## src/design/merge_config_pkg.sv

```systemverilog
// shared widths, types, window constants and sequencer states; imported by every loader module
package merge_config_pkg;

    // ----------------------------------------------------------------------
    // field types
    // ----------------------------------------------------------------------
    // buffer class code carried with each response word
    typedef logic [1:0]  buffer_class_t;
    // offset in slot units, no shift applied
    typedef logic [15:0] offset_t;
    typedef logic [31:0] word_data_t;

    typedef logic [7:0]  merge_mask_t;
    typedef logic [7:0]  merge_type_t;

    // slot index within one sequence
    typedef logic [3:0]  slot_count_t;

    // ----------------------------------------------------------------------
    // buffer classes and window
    // ----------------------------------------------------------------------
    localparam int CLASS_CU_SETUP     = 1;
    localparam int CLASS_ENGINE_SETUP = 2;

    // first offset of this engine's window
    localparam int SEQ_BASE = 16;
    // slots per sequence
    localparam int SEQ_LEN  = 16;

    // slots that carry configuration fields, the rest are reserved
    localparam int SLOT_MASK = 0;
    localparam int SLOT_TYPE = 1;

    // depth of the response and record queues
    localparam int FIFO_DEPTH = 16;

    // ----------------------------------------------------------------------
    // sequencer states
    // ----------------------------------------------------------------------
    typedef enum logic [1:0] {
        SEQ_IDLE,
        SEQ_COLLECT,
        SEQ_EMIT
    } seq_state_t;

endpackage : merge_config_pkg
```

## src/design/merge_config_loader.sv

```systemverilog
// top level of the merge configuration loader; response beats in, configuration records out
module merge_config_loader
    import merge_config_pkg::*;
(
    input  logic          ap_clk,
    input  logic          reset,
    // response word channel
    input  logic          in_valid,
    output logic          in_ready,
    input  buffer_class_t in_buffer_class,
    input  offset_t       in_offset,
    input  word_data_t    in_data,
    // configuration record channel
    output logic          cfg_valid,
    input  logic          cfg_ready,
    output merge_mask_t   cfg_merge_mask,
    output merge_type_t   cfg_merge_type
);

    logic        word_valid;
    logic        word_first;
    word_data_t  word_data;
    logic        word_take;
    logic        count_clear;
    logic        count_step;
    slot_count_t slot;
    logic        at_last;
    logic        capture;
    logic        emit;
    logic        emit_ready;

    // ----------------------------------------------------------------------
    // datapath
    // ----------------------------------------------------------------------
    setup_word_filter u_setup_word_filter (
        .ap_clk          (ap_clk),
        .reset           (reset),
        .in_valid        (in_valid),
        .in_ready        (in_ready),
        .in_buffer_class (in_buffer_class),
        .in_offset       (in_offset),
        .in_data         (in_data),
        .word_valid      (word_valid),
        .word_first      (word_first),
        .word_data       (word_data),
        .word_take       (word_take)
    );

    config_assembler u_config_assembler (
        .ap_clk         (ap_clk),
        .reset          (reset),
        .word_data      (word_data),
        .slot           (slot),
        .capture        (capture),
        .emit           (emit),
        .emit_ready     (emit_ready),
        .cfg_valid      (cfg_valid),
        .cfg_merge_mask (cfg_merge_mask),
        .cfg_merge_type (cfg_merge_type),
        .cfg_ready      (cfg_ready)
    );

    // ----------------------------------------------------------------------
    // control
    // ----------------------------------------------------------------------
    config_sequencer u_config_sequencer (
        .ap_clk      (ap_clk),
        .reset       (reset),
        .word_valid  (word_valid),
        .word_first  (word_first),
        .word_take   (word_take),
        .count_clear (count_clear),
        .count_step  (count_step),
        .at_last     (at_last),
        .capture     (capture),
        .emit        (emit),
        .emit_ready  (emit_ready)
    );

    word_counter u_word_counter (
        .ap_clk      (ap_clk),
        .reset       (reset),
        .count_clear (count_clear),
        .count_step  (count_step),
        .slot        (slot),
        .at_last     (at_last)
    );

endmodule : merge_config_loader

```

## src/design/config_assembler.sv

```systemverilog
// holds mask and type captured from their slots and queues finished records for output
module config_assembler
    import merge_config_pkg::*;
(
    input  logic        ap_clk,
    input  logic        reset,
    input  word_data_t  word_data,
    input  slot_count_t slot,
    input  logic        capture,
    input  logic        emit,
    output logic        emit_ready,
    output logic        cfg_valid,
    output merge_mask_t cfg_merge_mask,
    output merge_type_t cfg_merge_type,
    input  logic        cfg_ready
);

    localparam int RW = $bits(merge_mask_t) + $bits(merge_type_t);

    merge_mask_t mask_hold;
    merge_type_t type_hold;

    // ----------------------------------------------------------------------
    // field capture
    // ----------------------------------------------------------------------
    always_ff @(posedge ap_clk) begin
        if (capture) begin
            case (slot)
                slot_count_t'(SLOT_MASK): begin
                    mask_hold <= word_data[$bits(merge_mask_t)-1:0];
                end
                slot_count_t'(SLOT_TYPE): begin
                    type_hold <= word_data[$bits(merge_type_t)-1:0];
                end
                // reserved slots
                default: begin
                end
            endcase
        end
    end

    // ----------------------------------------------------------------------
    // record queue
    // ----------------------------------------------------------------------
    sync_fifo #(.WIDTH(RW), .DEPTH(FIFO_DEPTH)) u_record_fifo (
        .ap_clk   (ap_clk),
        .reset    (reset),
        .wr_valid (emit),
        .wr_ready (emit_ready),
        .wr_data  ({mask_hold, type_hold}),
        .rd_valid (cfg_valid),
        .rd_ready (cfg_ready),
        .rd_data  ({cfg_merge_mask, cfg_merge_type})
    );

endmodule : config_assembler

```

## src/design/config_sequencer.sv

```systemverilog
// FSM that finds the window start, steers capture and counting, and emits one record per window
module config_sequencer
    import merge_config_pkg::*;
(
    input  logic ap_clk,
    input  logic reset,
    input  logic word_valid,
    input  logic word_first,
    output logic word_take,
    output logic count_clear,
    output logic count_step,
    input  logic at_last,
    output logic capture,
    output logic emit,
    input  logic emit_ready
);

    seq_state_t state;
    seq_state_t state_next;

    // ----------------------------------------------------------------------
    // word handshake and capture control
    // ----------------------------------------------------------------------
    // one word per cycle unless a record is waiting
    assign word_take = word_valid & (state != SEQ_EMIT);

    // idle: only a first word starts a sequence, others are dropped
    assign capture = word_take & ((state == SEQ_COLLECT) | word_first);

    assign count_step  = capture;
    assign emit        = (state == SEQ_EMIT);
    assign count_clear = emit & emit_ready;

    // ----------------------------------------------------------------------
    // next state
    // ----------------------------------------------------------------------
    always_comb begin
        state_next = state;
        case (state)
            SEQ_IDLE: begin
                if (word_take && word_first) begin
                    state_next = SEQ_COLLECT;
                end
            end
            SEQ_COLLECT: begin
                // last slot closes the sequence
                if (word_take && at_last) begin
                    state_next = SEQ_EMIT;
                end
            end
            SEQ_EMIT: begin
                if (emit_ready) begin
                    state_next = SEQ_IDLE;
                end
            end
            default: begin
                state_next = SEQ_IDLE;
            end
        endcase
    end

    always_ff @(posedge ap_clk) begin
        if (reset) begin
            state <= SEQ_IDLE;
        end else begin
            state <= state_next;
        end
    end

endmodule : config_sequencer

```

## src/design/word_counter.sv

```systemverilog
// slot index of the next word in a sequence, with a flag on the last slot
module word_counter
    import merge_config_pkg::*;
(
    input  logic        ap_clk,
    input  logic        reset,
    input  logic        count_clear,
    input  logic        count_step,
    output slot_count_t slot,
    output logic        at_last
);

    // ----------------------------------------------------------------------
    // slot register
    // ----------------------------------------------------------------------
    always_ff @(posedge ap_clk) begin
        if (reset) begin
            slot <= '0;
        end else if (count_clear) begin
            // clear wins over a step in the same cycle
            slot <= '0;
        end else if (count_step) begin
            slot <= slot + 1'b1;
        end
    end

    // last slot of the window
    assign at_last = (slot == slot_count_t'(SEQ_LEN - 1));

endmodule : word_counter

```

## src/design/setup_word_filter.sv

```systemverilog
// registers response beats, keeps setup words inside the engine window and queues them
module setup_word_filter
    import merge_config_pkg::*;
(
    input  logic          ap_clk,
    input  logic          reset,
    input  logic          in_valid,
    output logic          in_ready,
    input  buffer_class_t in_buffer_class,
    input  offset_t       in_offset,
    input  word_data_t    in_data,
    output logic          word_valid,
    output logic          word_first,
    output word_data_t    word_data,
    input  logic          word_take
);

    localparam int QW = 1 + $bits(word_data_t);

    logic          beat_valid;
    buffer_class_t beat_class;
    offset_t       beat_offset;
    word_data_t    beat_data;
    logic          class_ok;
    logic          window_ok;
    logic          keep;
    logic          leave;
    logic          q_wr_ready;

    // ----------------------------------------------------------------------
    // input register
    // ----------------------------------------------------------------------
    // beat leaves when dropped, or when the queue takes it
    assign leave    = beat_valid & (~keep | q_wr_ready);
    assign in_ready = ~beat_valid | leave;

    always_ff @(posedge ap_clk) begin
        if (reset) begin
            beat_valid <= 1'b0;
        end else if (in_ready) begin
            beat_valid <= in_valid;
        end
    end

    always_ff @(posedge ap_clk) begin
        if (in_ready) begin
            beat_class  <= in_buffer_class;
            beat_offset <= in_offset;
            beat_data   <= in_data;
        end
    end

    // ----------------------------------------------------------------------
    // class and window filter
    // ----------------------------------------------------------------------
    assign class_ok  = (beat_class == buffer_class_t'(CLASS_CU_SETUP)) |
                       (beat_class == buffer_class_t'(CLASS_ENGINE_SETUP));
    assign window_ok = (beat_offset >= offset_t'(SEQ_BASE)) &
                       (beat_offset <  offset_t'(SEQ_BASE + SEQ_LEN));
    assign keep      = class_ok & window_ok;

    // first-slot flag rides beside the data
    sync_fifo #(.WIDTH(QW), .DEPTH(FIFO_DEPTH)) u_word_fifo (
        .ap_clk   (ap_clk),
        .reset    (reset),
        .wr_valid (beat_valid & keep),
        .wr_ready (q_wr_ready),
        .wr_data  ({(beat_offset == offset_t'(SEQ_BASE)), beat_data}),
        .rd_valid (word_valid),
        .rd_ready (word_take),
        .rd_data  ({word_first, word_data})
    );

endmodule : setup_word_filter

```

## src/design/sync_fifo.sv

```systemverilog
// first-word-fall-through queue with valid/ready on both sides, for response words and records
module sync_fifo
    import merge_config_pkg::*;
#(
    parameter int WIDTH = 8,
    parameter int DEPTH = FIFO_DEPTH
) (
    input  logic             ap_clk,
    input  logic             reset,
    input  logic             wr_valid,
    output logic             wr_ready,
    input  logic [WIDTH-1:0] wr_data,
    output logic             rd_valid,
    input  logic             rd_ready,
    output logic [WIDTH-1:0] rd_data
);

    localparam int PTR_W = (DEPTH > 1) ? $clog2(DEPTH) : 1;
    localparam int CNT_W = $clog2(DEPTH + 1);

    logic [WIDTH-1:0] mem [DEPTH];
    logic [PTR_W-1:0] wr_ptr;
    logic [PTR_W-1:0] rd_ptr;
    logic [CNT_W-1:0] count;
    logic             do_wr;
    logic             do_rd;

    assign wr_ready = (count != CNT_W'(DEPTH));
    assign rd_valid = (count != '0);
    // head word shown while not empty
    assign rd_data  = mem[rd_ptr];

    assign do_wr = wr_valid & wr_ready;
    assign do_rd = rd_valid & rd_ready;

    // storage, no reset needed
    always_ff @(posedge ap_clk) begin
        if (do_wr) begin
            mem[wr_ptr] <= wr_data;
        end
    end

    // ----------------------------------------------------------------------
    // pointers and occupancy
    // ----------------------------------------------------------------------
    always_ff @(posedge ap_clk) begin
        if (reset) begin
            wr_ptr <= '0;
            rd_ptr <= '0;
            count  <= '0;
        end else begin
            if (do_wr) begin
                wr_ptr <= (wr_ptr == PTR_W'(DEPTH - 1)) ? '0 : wr_ptr + 1'b1;
            end
            if (do_rd) begin
                rd_ptr <= (rd_ptr == PTR_W'(DEPTH - 1)) ? '0 : rd_ptr + 1'b1;
            end
            // simultaneous push and pop leaves count unchanged
            case ({do_wr, do_rd})
                2'b10:   count <= count + 1'b1;
                2'b01:   count <= count - 1'b1;
                default: count <= count;
            endcase
        end
    end

endmodule : sync_fifo

```

## config.mk

```make
export PLATFORM = sky130hd
export DESIGN_NAME = merge_config_loader
export DESIGN_NICKNAME = d
export VERILOG_FILES = /design/src/design/merge_config_pkg.sv /design/src/design/merge_config_loader.sv /design/src/design/config_assembler.sv /design/src/design/config_sequencer.sv /design/src/design/word_counter.sv /design/src/design/setup_word_filter.sv /design/src/design/sync_fifo.sv
export SDC_FILE = /design/constraint.sdc
export NUM_CORES = 1
export LEC_CHECK = 0
export BUFFER_PORTS_ARGS = -buffer_cell sky130_fd_sc_hd__buf_4
export CAP_MARGIN = 15
export CORE_MARGIN = 2
export CORE_UTILIZATION = 40
export DETAILED_ROUTE_END_ITERATION = 6
export RECOVER_POWER = 25
export SLEW_MARGIN = 0
export SYNTH_ARGS = -nofsm -noshare
export SYNTH_HDL_FRONTEND = slang
export SYNTH_SLANG_ARGS = --single-unit
export TNS_END_PERCENT = 30
```

## constraint.sdc

```tcl
create_clock -name ap_clk -period 8 [get_ports ap_clk]
set_input_delay 0.8 -clock ap_clk [delete_from_list [all_inputs] [get_ports ap_clk]]
set_output_delay 0.8 -clock ap_clk [all_outputs]
set_load 0.005 [all_outputs]
```

## After elaboration in Yosys (flattened, before gate mapping)

Memories as Yosys holds them, arrays and structs flattened. A register that Yosys moved wholly into a read port is not among the register bits.
Index checks and enable logic that the tools add are counted.

- Add/subtract/negate cells: 9
- Multiply operators: 0
- Divide/modulo/power cells: 0
- Magnitude comparators: 2
- Equal/unequal tests: 21
- Shift-type cells: 0
- Muxes and demuxes: 18
- Bitwise operators: 16
- Reduce and logical (&&, ||, !) cells: 12

Operators with widths:

| cell | count |
|---|---|
| $mux 4 | 8 |
| $add 4x1->4 const B | 5 |
| $eq 4x4->1 const B | 5 |
| $pmux 5 s2 | 2 |
| $eq 16x5->1 const B | 1 |
| $ge 16x5->1 const B | 1 |
| $lt 16x6->1 const B | 1 |
| $add 5x1->5 const B | 2 |
| $and 1x1->1 | 10 |
| $ne 5x5->1 const B | 2 |
| $reduce_bool 5->1 | 2 |
| $sub 5x1->5 const B | 2 |
| $eq 2x1->1 const B | 4 |
| $eq 2x2->1 const B | 4 |
| $mux 2 | 3 |
| $ne 2x2->1 const B | 3 |
| $pmux 2 s3 | 1 |
| $eq 4x1->1 const B | 1 |
| $logic_not 4->1 | 1 |
| $mux 1 | 4 |
| $or 1x1->1 | 4 |
| $reduce_and 2->1 | 2 |
| $reduce_bool 2->1 | 2 |
| $reduce_and 3->1 | 1 |
| 5 further kinds | 7 |

- Register bits: 99
- Bits in latches: 0
- RAM bits: 784
- ROM bits: 0
- Input port bits: 54
- Output and inout bits: 18
- Memories: 2

Memories:

| name | depth | width | rd ports | clocked after memory_dff | wr ports | line | source |
|---|---|---|---|---|---|---|---|
| u_setup_word_filter.u_word_fifo.mem | 16 | 33 | 1 | 1 | 1 | sync_fifo.sv:21 | `logic [WIDTH-1:0] mem [DEPTH];` |
| u_config_assembler.u_record_fifo.mem | 16 | 16 | 1 | 1 | 1 | sync_fifo.sv:21 |  |

## Logic depth before layout (Yosys ltp)

Gate-level depths: netlist of the first run.

- Depth after elaboration: 7
- Depth in mapped cells: 14
- Depth with buffers taken out: 12

## Hierarchy

Synthesis of the first run repeated with hierarchy kept, for this count alone.

- Cell total of the unflattened synthesis: 1444
- Area total of the unflattened synthesis: 34022.6 um^2

Modules (own cells, without submodules):

| module | times used | cells an instance | area an instance (um^2) | sequential area each (um^2) |
|---|---|---|---|---|
| sync_fifo at u_setup_word_filter.u_word_fifo | 1 | 850 | 20805.0 | 16195.5 |
| sync_fifo at u_config_assembler.u_record_fifo | 1 | 473 | 10751.6 | 8027.7 |
| setup_word_filter | 1 | 68 | 1622.8 | 1521.5 |
| config_assembler | 1 | 19 | 530.5 | 480.5 |
| word_counter | 1 | 18 | 183.9 | 80.1 |
| config_sequencer | 1 | 16 | 128.9 | 40.0 |

## Worst setup path after synthesis of the first run

Ideal clock, no wire load.

- Kind: reg-to-reg
- Start: register u_setup_word_filter.u_word_fifo.count[1]
- End: register u_setup_word_filter.u_word_fifo.count[4]
- Data arrival time: 2928 ps
- Data required time: 7877 ps
- Path slack: 4948 ps
- Stages on the path, launching flop included: 15
- Buffers on the path: 2
- Cell sequence: dfxtp_1 clkbuf_1 nor4_1 nand2_1 and3_1 clkbuf_1 inv_1 ha_1 xor2_1 ha_1 a21boi_0 o221ai_1 a21o_1 nand3b_1 mux2_1

- Longest elaborated chain between the ends: 5
- Elaborated cells between the ends (all ways): 11
- Classes of those cells: add/sub (2); eq/ne (3); mux (1); bitwise (3); reduce/logical (2)

RTL lines:

| element | line | source |
|---|---|---|
| from (decl) | sync_fifo.sv:24 | `logic [CNT_W-1:0] count;` |
| from (signal assigned) | sync_fifo.sv:60 | `2'b10: count <= count + 1'b1;` |
| from (signal assigned) | sync_fifo.sv:61 | `2'b01: count <= count - 1'b1;` |
| from (signal assigned) | sync_fifo.sv:62 | `default: count <= count;` |
| $reduce_bool 5->1 | sync_fifo.sv:29 | `assign rd_valid = (count != '0);` |
| $and 1x1->1 | config_sequencer.sv:25 | `assign word_take = word_valid & (state != SEQ_EMIT);` |
| $and 1x1->1 | sync_fifo.sv:34 | `assign do_rd = rd_valid & rd_ready;` |
| $eq 2x1->1 or $eq 2x2->1 (tied branches) | sync_fifo.sv:59 | `case ({do_wr, do_rd})` |
| $pmux 5 s2 or $reduce_bool 2->1 (tied branches) | n/a |  |

Parallel ways exist; a longest one is shown, timed or not.
A chain may end at the register's enable or synchronous reset.

==> qor.csv, run 1 <==
stage;metric;value;unit
synth;cell taking the most area after synthesis;edfxtp_1;
floorplanning;die boundary height;219.7;um
clock_network;CTS Buf Count;50;
grt;wire length of the first global-routing pass;52760;um
floorplanning;x dimension of the die;219.7;um
detailed_routing;final wirelength;34420;um
final_layout;share of post-route cells with drive strength above 1;26.63;%
synth;count of flip-flops with a built-in enable after synthesis;442;
worst_setup_path;Crit Path Class;reg2out;
clock_network;number of hold buffers added after cts;0;
worst_setup_path;CP peak stage delay;0.75;ns
final_layout;leading cell type in the layout, fill and taps excluded;edfxtp_1;
power;Net Sw Power;0.001428;W
detailed_routing;Wirelength per Cell;21.28;um
clock_network;clock slew at the register clock pins of the worst setup and hold paths;0.06;ns
synth;warning count from the yosys run;0;
final_layout;antenna fix cells;0;
worst_setup_path;Critical Path Source Type;register;
clock_network;clock tree buffer depth;3;
synth;net count after synthesis;965;
synth;area of the mapped netlist;18610;sq um
detailed_routing;via count;8451;
floorplanning;std cell rows;79;
worst_setup_path;CP Buf/Inv Count;2;
final_layout;synthesis-to-layout area growth;14.86;%
grt;antenna violations before repair;0;
clock_network;clock tree from TritonCTS;built;
power;power density over cell area;281.3;nW/um^2
sta;Fin. Hold Viols;0;
power;fraction of power spent switching nets;23.75;%
synth;leading register cell type out of synthesis;edfxtp_1;
synth;mean instance size in the synthesized netlist;20.94;sq um
power;peak ir drop on the vdd network;0.2197;mV
power;fraction of power consumed by combinational cells;9.1;%
grt;pin count of the biggest net entering global routing;65;
floorplanning;number of ports placed on the die boundary;72;
grt;vias in the first global route;8766;
worst_setup_path;Slowest cell on crit path;dfxtp_4;
sta;final cycle utilization of the critical path;52.44;%
synth;register bit total from synthesis;483;
worst_setup_path;Critical R2R Launch;u_config_assembler.u_record_fifo.count[0];
detailed_routing;violation count after the first detailed-routing iteration;476;
synth;share of synthesized area occupied by flip-flops and latches;75.72;%
synth;Async S/R FF share, synth;0;%
synth;number of library cell types mapped by synthesis;48;
detailed_routing;DR vias/cell;5.226;
detailed_routing;router iterations before antenna repair;5;
floorplanning;die area;48270;sq um
detailed_routing;number of nets with antenna violations after detailed routing;0;
placement;global placer's final weighted congestion;0.7157;
floorplanning;area of the placeable core;46260;sq um
sta;number of max-slew violations in the final report;0;
power;share of total power in sequential cells;53.4;%
final_layout;final-stage net count;1045;
floorplanning;initial core utilization;40.24;%
placement;placed cell count;1522;
sta;setup total negative slack;0;ns
sta;maximum frequency from static timing analysis;238.4;MHz
final_layout;summed area of non-filler cells in the final layout;21380;sq um
clock_network;CTS H-Tree Depth;2;
worst_setup_path;cell class contributing the biggest share of worst-path delay;multiplexers;
power;portion of total power attributed to the clock network;37.5;%
worst_setup_path;capture instance of the worst register-to-register path;u_config_assembler.u_record_fifo.count[4];
grt;Congestion Overflow GR;0;
worst_setup_path;Worst Setup EP;cfg_merge_type[4];
grt;GRT Total Usage;14.86;%
sta;setup repair after global routing missed its margin;false;
worst_setup_path;ordered list of cells on the worst path;buf_4 -> mux4_2 -> mux4_2 -> buf_4;
sta;fin crit period;4.195;ns
worst_setup_path;signal arrival time at the worst endpoint;3.40;ns
worst_setup_path;WP depth;4;
power;internal power;0.004585;W
final_layout;filler-free cell count of the finished design;1617;
sta;final count of negative-setup-slack endpoints;0;
detailed_routing;DRC violation count after routing;0;
worst_setup_path;Worst Reg2Reg Path Length in Cells;11;
clock_network;clock latency on the worst-skew pair;0.60;ns
placement;sum of net half-perimeters after detailed placement;19720;um
synth;top cells by area in the synthesized netlist;edfxtp_1 (71%), mux4_2 (15%), dfxtp_1 (4.4%), ha_1 (1.4%), nor2_1 (0.79%);
clock_network;Root Driver;clkbuf_16;
sta;actual slew at the worst max-slew pin;1.213;ns
synth;synthesized netlist cell count;889;
sta;max_slew headroom;19.14;%
final_layout;leading cell types in the layout, fill and taps excluded;edfxtp_1 (442), mux4_2 (124), clkbuf_16 (50);
job;reported max-cap violation count;0;
sta;final clock skew;0.01803;ns
placement;post-place instance area;19730;sq um
synth;share of the synthesized area in the top cell type;71.31;%
worst_setup_path;kind of end point of the critical path;output port;
worst_setup_path;largest fanout on the critical path;35;
status;result of the run;finished, final reports clean;
worst_hold_path;hold crit path type;in2reg;
worst_setup_path;slack of the worst reg-to-reg path;4.61;ns
power;Leakage;6.744;nW
worst_setup_path;Required @ worst endpoint;7.20;ns
clock_network;TritonCTS sink count;483;
clock_network;Post-CTS Setup Bufs;0;
clock_network;post-cts sizing count;0;
placement;port buffer count;47;
-- power by group through the flow --
| stage | Combinational, W | Sequential (W) | Clock, W |
|---|---|---|---|
| 2_1_floorplan | 0.000418 | 0.00318 | 0 |
| 4_1_cts | 0.000558 | 0.00321 | 0.00231 |
| 5_1_grt | 0.000595 | 0.00324 | 0.00240 |
| 3_5_place_dp | 0.000557 | 0.00327 | 0 |
| 3_3_place_gp | 0.000547 | 0.00326 | 0 |
| 6_report | 0.000546 | 0.00321 | 0.00225 |
-- state kept, by name (all words and copies together), names as in the netlist, named ones only --
name,count
u_setup_word_filter.beat_offset,16
u_config_assembler.u_record_fifo.mem,256
u_config_assembler.u_record_fifo.rd_ptr,4
u_setup_word_filter.beat_valid,1
u_config_assembler.u_record_fifo.count,5
u_config_assembler.mask_hold,8
u_config_assembler.u_record_fifo.wr_ptr,4
u_word_counter.slot,4
u_config_sequencer.state,2
u_setup_word_filter.beat_data,8
u_setup_word_filter.u_word_fifo.rd_ptr,4
u_setup_word_filter.u_word_fifo.count,5
u_setup_word_filter.u_word_fifo.mem,144
u_config_assembler.type_hold,8
u_setup_word_filter.u_word_fifo.wr_ptr,4
u_setup_word_filter.beat_class,2
-- synthesized netlist by cell type, types with 10 or more instances --
library cell	count
nand2_1	24
mux4_2	124
inv_1	20
buf_2	10
a21oi_1	21
ha_1	21
edfxtp_1	442
nor2_1	39
clkbuf_1	21
mux2i_1	12
and2_1	16
dfxtp_1	41
-- stage by stage --
stage / setup slack, ns / utilization, % / hold WS [ns] / power, W
after floorplan: 4.948 / - / 0.4304 / 0.003603
after global placement: 4.315 / 42.66 / 0.4565 / 0.003803
after detailed placement: 4.298 / 42.66 / 0.4627 / 0.003825
after CTS: 3.665 / 46.09 / 0.3488 / 0.006080
after global routing: 3.556 / 46.21 / 0.3774 / 0.006241
final: 3.805 / 46.21 / 0.3989 / 0.006014
-- cell type report --
type	instances	area [sq um]
clock inverters	29	286.5
flip-flops and latches	483	14100
inverters	20	75.07
fillers	3905	24880
well taps	607	759.5
repair buffers	65	528.0
clock buffers	64	1304
multi-input cells	349	4325
-- worst register-to-register path: cells and delay by family, from the launching register on --
family / cells / cell delay (ns)
simple gates: 4 / 1.36
fa+ha+maj: 2 / 0.65
compound gates: 3 / 0.64
flops: 1 / 0.35
buf+inv: 2 / 0.33
-- worst min path at each step --
stage / start / to / slack (ns) / cells past startpoint
2_1_floorplan: u_config_sequencer.state[1] / u_config_sequencer.state[0] / 0.43 / 1
3_3_place_gp: u_config_sequencer.state[1] / u_config_sequencer.state[0] / 0.46 / 1
3_5_place_dp: u_config_sequencer.state[1] / u_config_sequencer.state[0] / 0.46 / 1
4_1_cts: in_offset[11] / u_setup_word_filter.beat_offset[11] / 0.35 / 1
5_1_grt: in_data[5] / u_setup_word_filter.beat_data[5] / 0.38 / 1
6_report: in_data[7] / u_setup_word_filter.beat_data[7] / 0.40 / 1
-- logic make-up (layout without fill, tap and decap cells) --
family | after synthesis | in the layout | share of synthesized area [%]
flops | 483 | 483 | 75.72
mux | 137 | 137 | 15.71
simple gates | 130 | 130 | 3.576
buf+inv | 57 | 178 | 1.264
compound gates | 50 | 50 | 1.741
fa+ha+maj | 22 | 22 | 1.519
xor+xnor | 10 | 10 | 0.4706
-- routing by layer --
metal	GRT usage [%]	routed length [um]
met1	19.64	14950
met2	25.14	17140
met3	2.622	1599
met4	4.720	729
met5	0	0
Power figures use the tool's default switching activity.
==> inputs of run 2 (changes only) <==
==> constraint.sdc (replaced) <==
create_clock -name ap_clk -period 4 [get_ports ap_clk]
set_input_delay 0.4 -clock ap_clk [delete_from_list [all_inputs] [get_ports ap_clk]]
set_output_delay 0.4 -clock ap_clk [all_outputs]
set_load 0.005 [all_outputs]
==> run 2 against run 1 <==
  * Clock-buffer cell count is 6 lower
  * Clock skew grew 0.0079 ns
  * Clock power increased by 96%
  * Routed wire length increased by 1.2%
  * Flip-flop and latch count is the same
  * Largest cell class unchanged
==> qor.csv, run 2 (synthesis results as in run 1) <==
stage;metric;value;unit
final_layout;largest registers ranked by flip-flop count;u_config_assembler.u_record_fifo.mem (256), u_setup_word_filter.u_word_fifo.mem (144), u_setup_word_filter.beat_offset (16);
worst_setup_path;ordered list of cells on the worst path;buf_4 -> mux4_2 -> mux4_2 -> buf_4;
status;result of the run;finished, final reports clean;
final_layout;multi-input gate area in the final layout;4297;sq um
detailed_routing;final wirelength;34820;um
final_layout;antenna fix cells;0;
power;Leakage;6.893;nW
clock_network;clock tree from TritonCTS;built;
sta;final cycle utilization of the critical path;82.31;%
grt;pin count of the biggest net entering global routing;65;
worst_setup_path;signal arrival time at the worst endpoint;2.89;ns
detailed_routing;router iterations before antenna repair;4;
worst_setup_path;Crit Path Class;reg2out;
sta;setup total negative slack;0;ns
power;peak ir drop on the vdd network;0.3782;mV
sta;final count of negative-setup-slack endpoints;0;
sta;worst setup margin;0.7075;ns
detailed_routing;number of nets with antenna violations after detailed routing;0;
floorplanning;initial core utilization;40.24;%
detailed_routing;DR vias/cell;5.157;
final_layout;fill cell instance count of the final layout;3860;
worst_setup_path;Critical Path Source Type;register;
sta;maximum frequency from static timing analysis;303.7;MHz
clock_network;clock slew at the register clock pins of the worst setup and hold paths;0.06;ns
grt;vias in the first global route;9047;
final_layout;share of post-route cells with drive strength above 1;26.98;%
placement;sum of net half-perimeters after detailed placement;19850;um
clock_network;Root Driver;clkbuf_16;
worst_setup_path;CP peak stage delay;0.67;ns
floorplanning;die area;48270;sq um
floorplanning;x dimension of the die;219.7;um
floorplanning;std cell rows;79;
detailed_routing;DRC violation count after routing;0;
power;PnR Total Power;0.01195;W
sta;Fin. Hold Viols;0;
clock_network;CTS Buf Count;49;
grt;wire length of the first global-routing pass;54010;um
sta;setup repair after global routing missed its margin;false;
final_layout;final core utilization;46.89;%
clock_network;TritonCTS sink count;483;
sta;number of max-slew violations in the final report;0;
floorplanning;die boundary height;219.7;um
sta;max_slew headroom;27.37;%
placement;global placer's final weighted congestion;0.7032;
sta;actual slew at the worst max-slew pin;1.088;ns
final_layout;largest register by flop count;u_config_assembler.u_record_fifo.mem;
clock_network;clock tree buffer depth;3;
clock_network;Post-CTS Setup Bufs;0;
grt;antenna violations before repair;0;
worst_setup_path;CP Buf/Inv Count;2;
detailed_routing;Wirelength per Cell;21.02;um
worst_setup_path;Required @ worst endpoint;3.60;ns
final_layout;leading cell types in the layout, fill and taps excluded;edfxtp_1 (442), mux4_2 (124), buf_4 (54);
final_layout;leading cell type in the layout, fill and taps excluded;edfxtp_1;
worst_hold_path;hold crit path type;in2reg;
placement;setup slack after placement;0.8326;ns
worst_setup_path;cell class contributing the biggest share of worst-path delay;multiplexers;
clock_network;CTS H-Tree Depth;2;
worst_setup_path;largest fanout on the critical path;24;
final_layout;synthesis-to-layout area growth;16.54;%
placement;port buffer count;47;
detailed_routing;via count;8540;
clock_network;clock latency on the worst-skew pair;0.61;ns
final_layout;final-stage net count;1087;
final_layout;total area of sequential cells;14100;sq um
detailed_routing;violation count after the first detailed-routing iteration;574;
sta;fin crit period;3.292;ns
worst_setup_path;Slowest cell on crit path;dfxtp_4;
grt;Congestion Overflow GR;0;
floorplanning;area of the placeable core;46260;sq um
floorplanning;number of ports placed on the die boundary;72;
worst_setup_path;kind of end point of the critical path;output port;
sta;final clock skew;0.02597;ns
power;power density over cell area;550.9;nW/um^2
grt;GRT Total Usage;15.07;%
job;reported max-cap violation count;0;
final_layout;number of flip-flops in the largest register;256;
==> run 2: final timing paths <==
path	from	end	slack, ns	depth (start not counted)
setup / recovery	register	cfg_merge_type[3]	0.71	4
hold reg to reg	u_config_sequencer.state[1]	u_config_sequencer.state[0]	0.46	1
setup reg to reg	u_setup_word_filter.beat_offset[15]	u_setup_word_filter.u_word_fifo.count[4]	0.83	12
hold / removal	in_valid	u_setup_word_filter.beat_valid	0.05	3
==> run 2: final cells by class <==
cell class | instances | share of cell area, %
tap | 607 | 3.501
inverter | 20 | 0.3461
clock buffer | 58 | 5.808
clock inverter | 31 | 1.384
timing repair buffer | 108 | 4.153
sequential | 483 | 65.00
multi-input combinational | 349 | 19.81
==> run 2: repair_timing <==
item	in CTS	in global routing
hold buffers	26	0
hold endpoints to repair	26	0
resized for setup	0	0
==> run 2: through the flow <==
| step | hold slack (ns) | area [sq um] | cells |
|---|---|---|---|
| floorplan | 0.4304 | 18610 | 889 |
| global placement | 0.4588 | 19870 | 1541 |
| detailed placement | 0.4556 | 19870 | 1541 |
| CTS | 0.02167 | 21690 | 1656 |
| global route | 0.03936 | 21690 | 1656 |
| finish | 0.04847 | 21690 | 1656 |
==> run 2: where the power goes <==
part           total [W]  internal (W)  leakage (nW)  switching (W)
combinational    0.00108      0.000550          1.80       0.000526
sequential       0.00645       0.00605          4.34       0.000402
clock            0.00442       0.00252         0.756        0.00190
total             0.0120       0.00912          6.89        0.00283
==> run 2: worst register-to-register path, cell delays in order, from the launching register on <==
cell	delay (ns)
edfxtp_1	0.35
nor4b_1	0.32
and3_1	0.30
and3_1	0.35
inv_1	0.10
ha_1	0.31
xor2_1	0.18
ha_1	0.21
a21boi_0	0.19
o221ai_1	0.16
a21o_1	0.20
nand3b_1	0.08
mux2_1	0.31
==> run 2: metal layers <==
metal  GRT usage, %  up-vias  wire (um)
li1               -     3884          -
met1          19.39     4440      15010
met2          26.13      161      17490
met3          2.705       55       1606
met4          4.631        0        713
met5              0        -          0
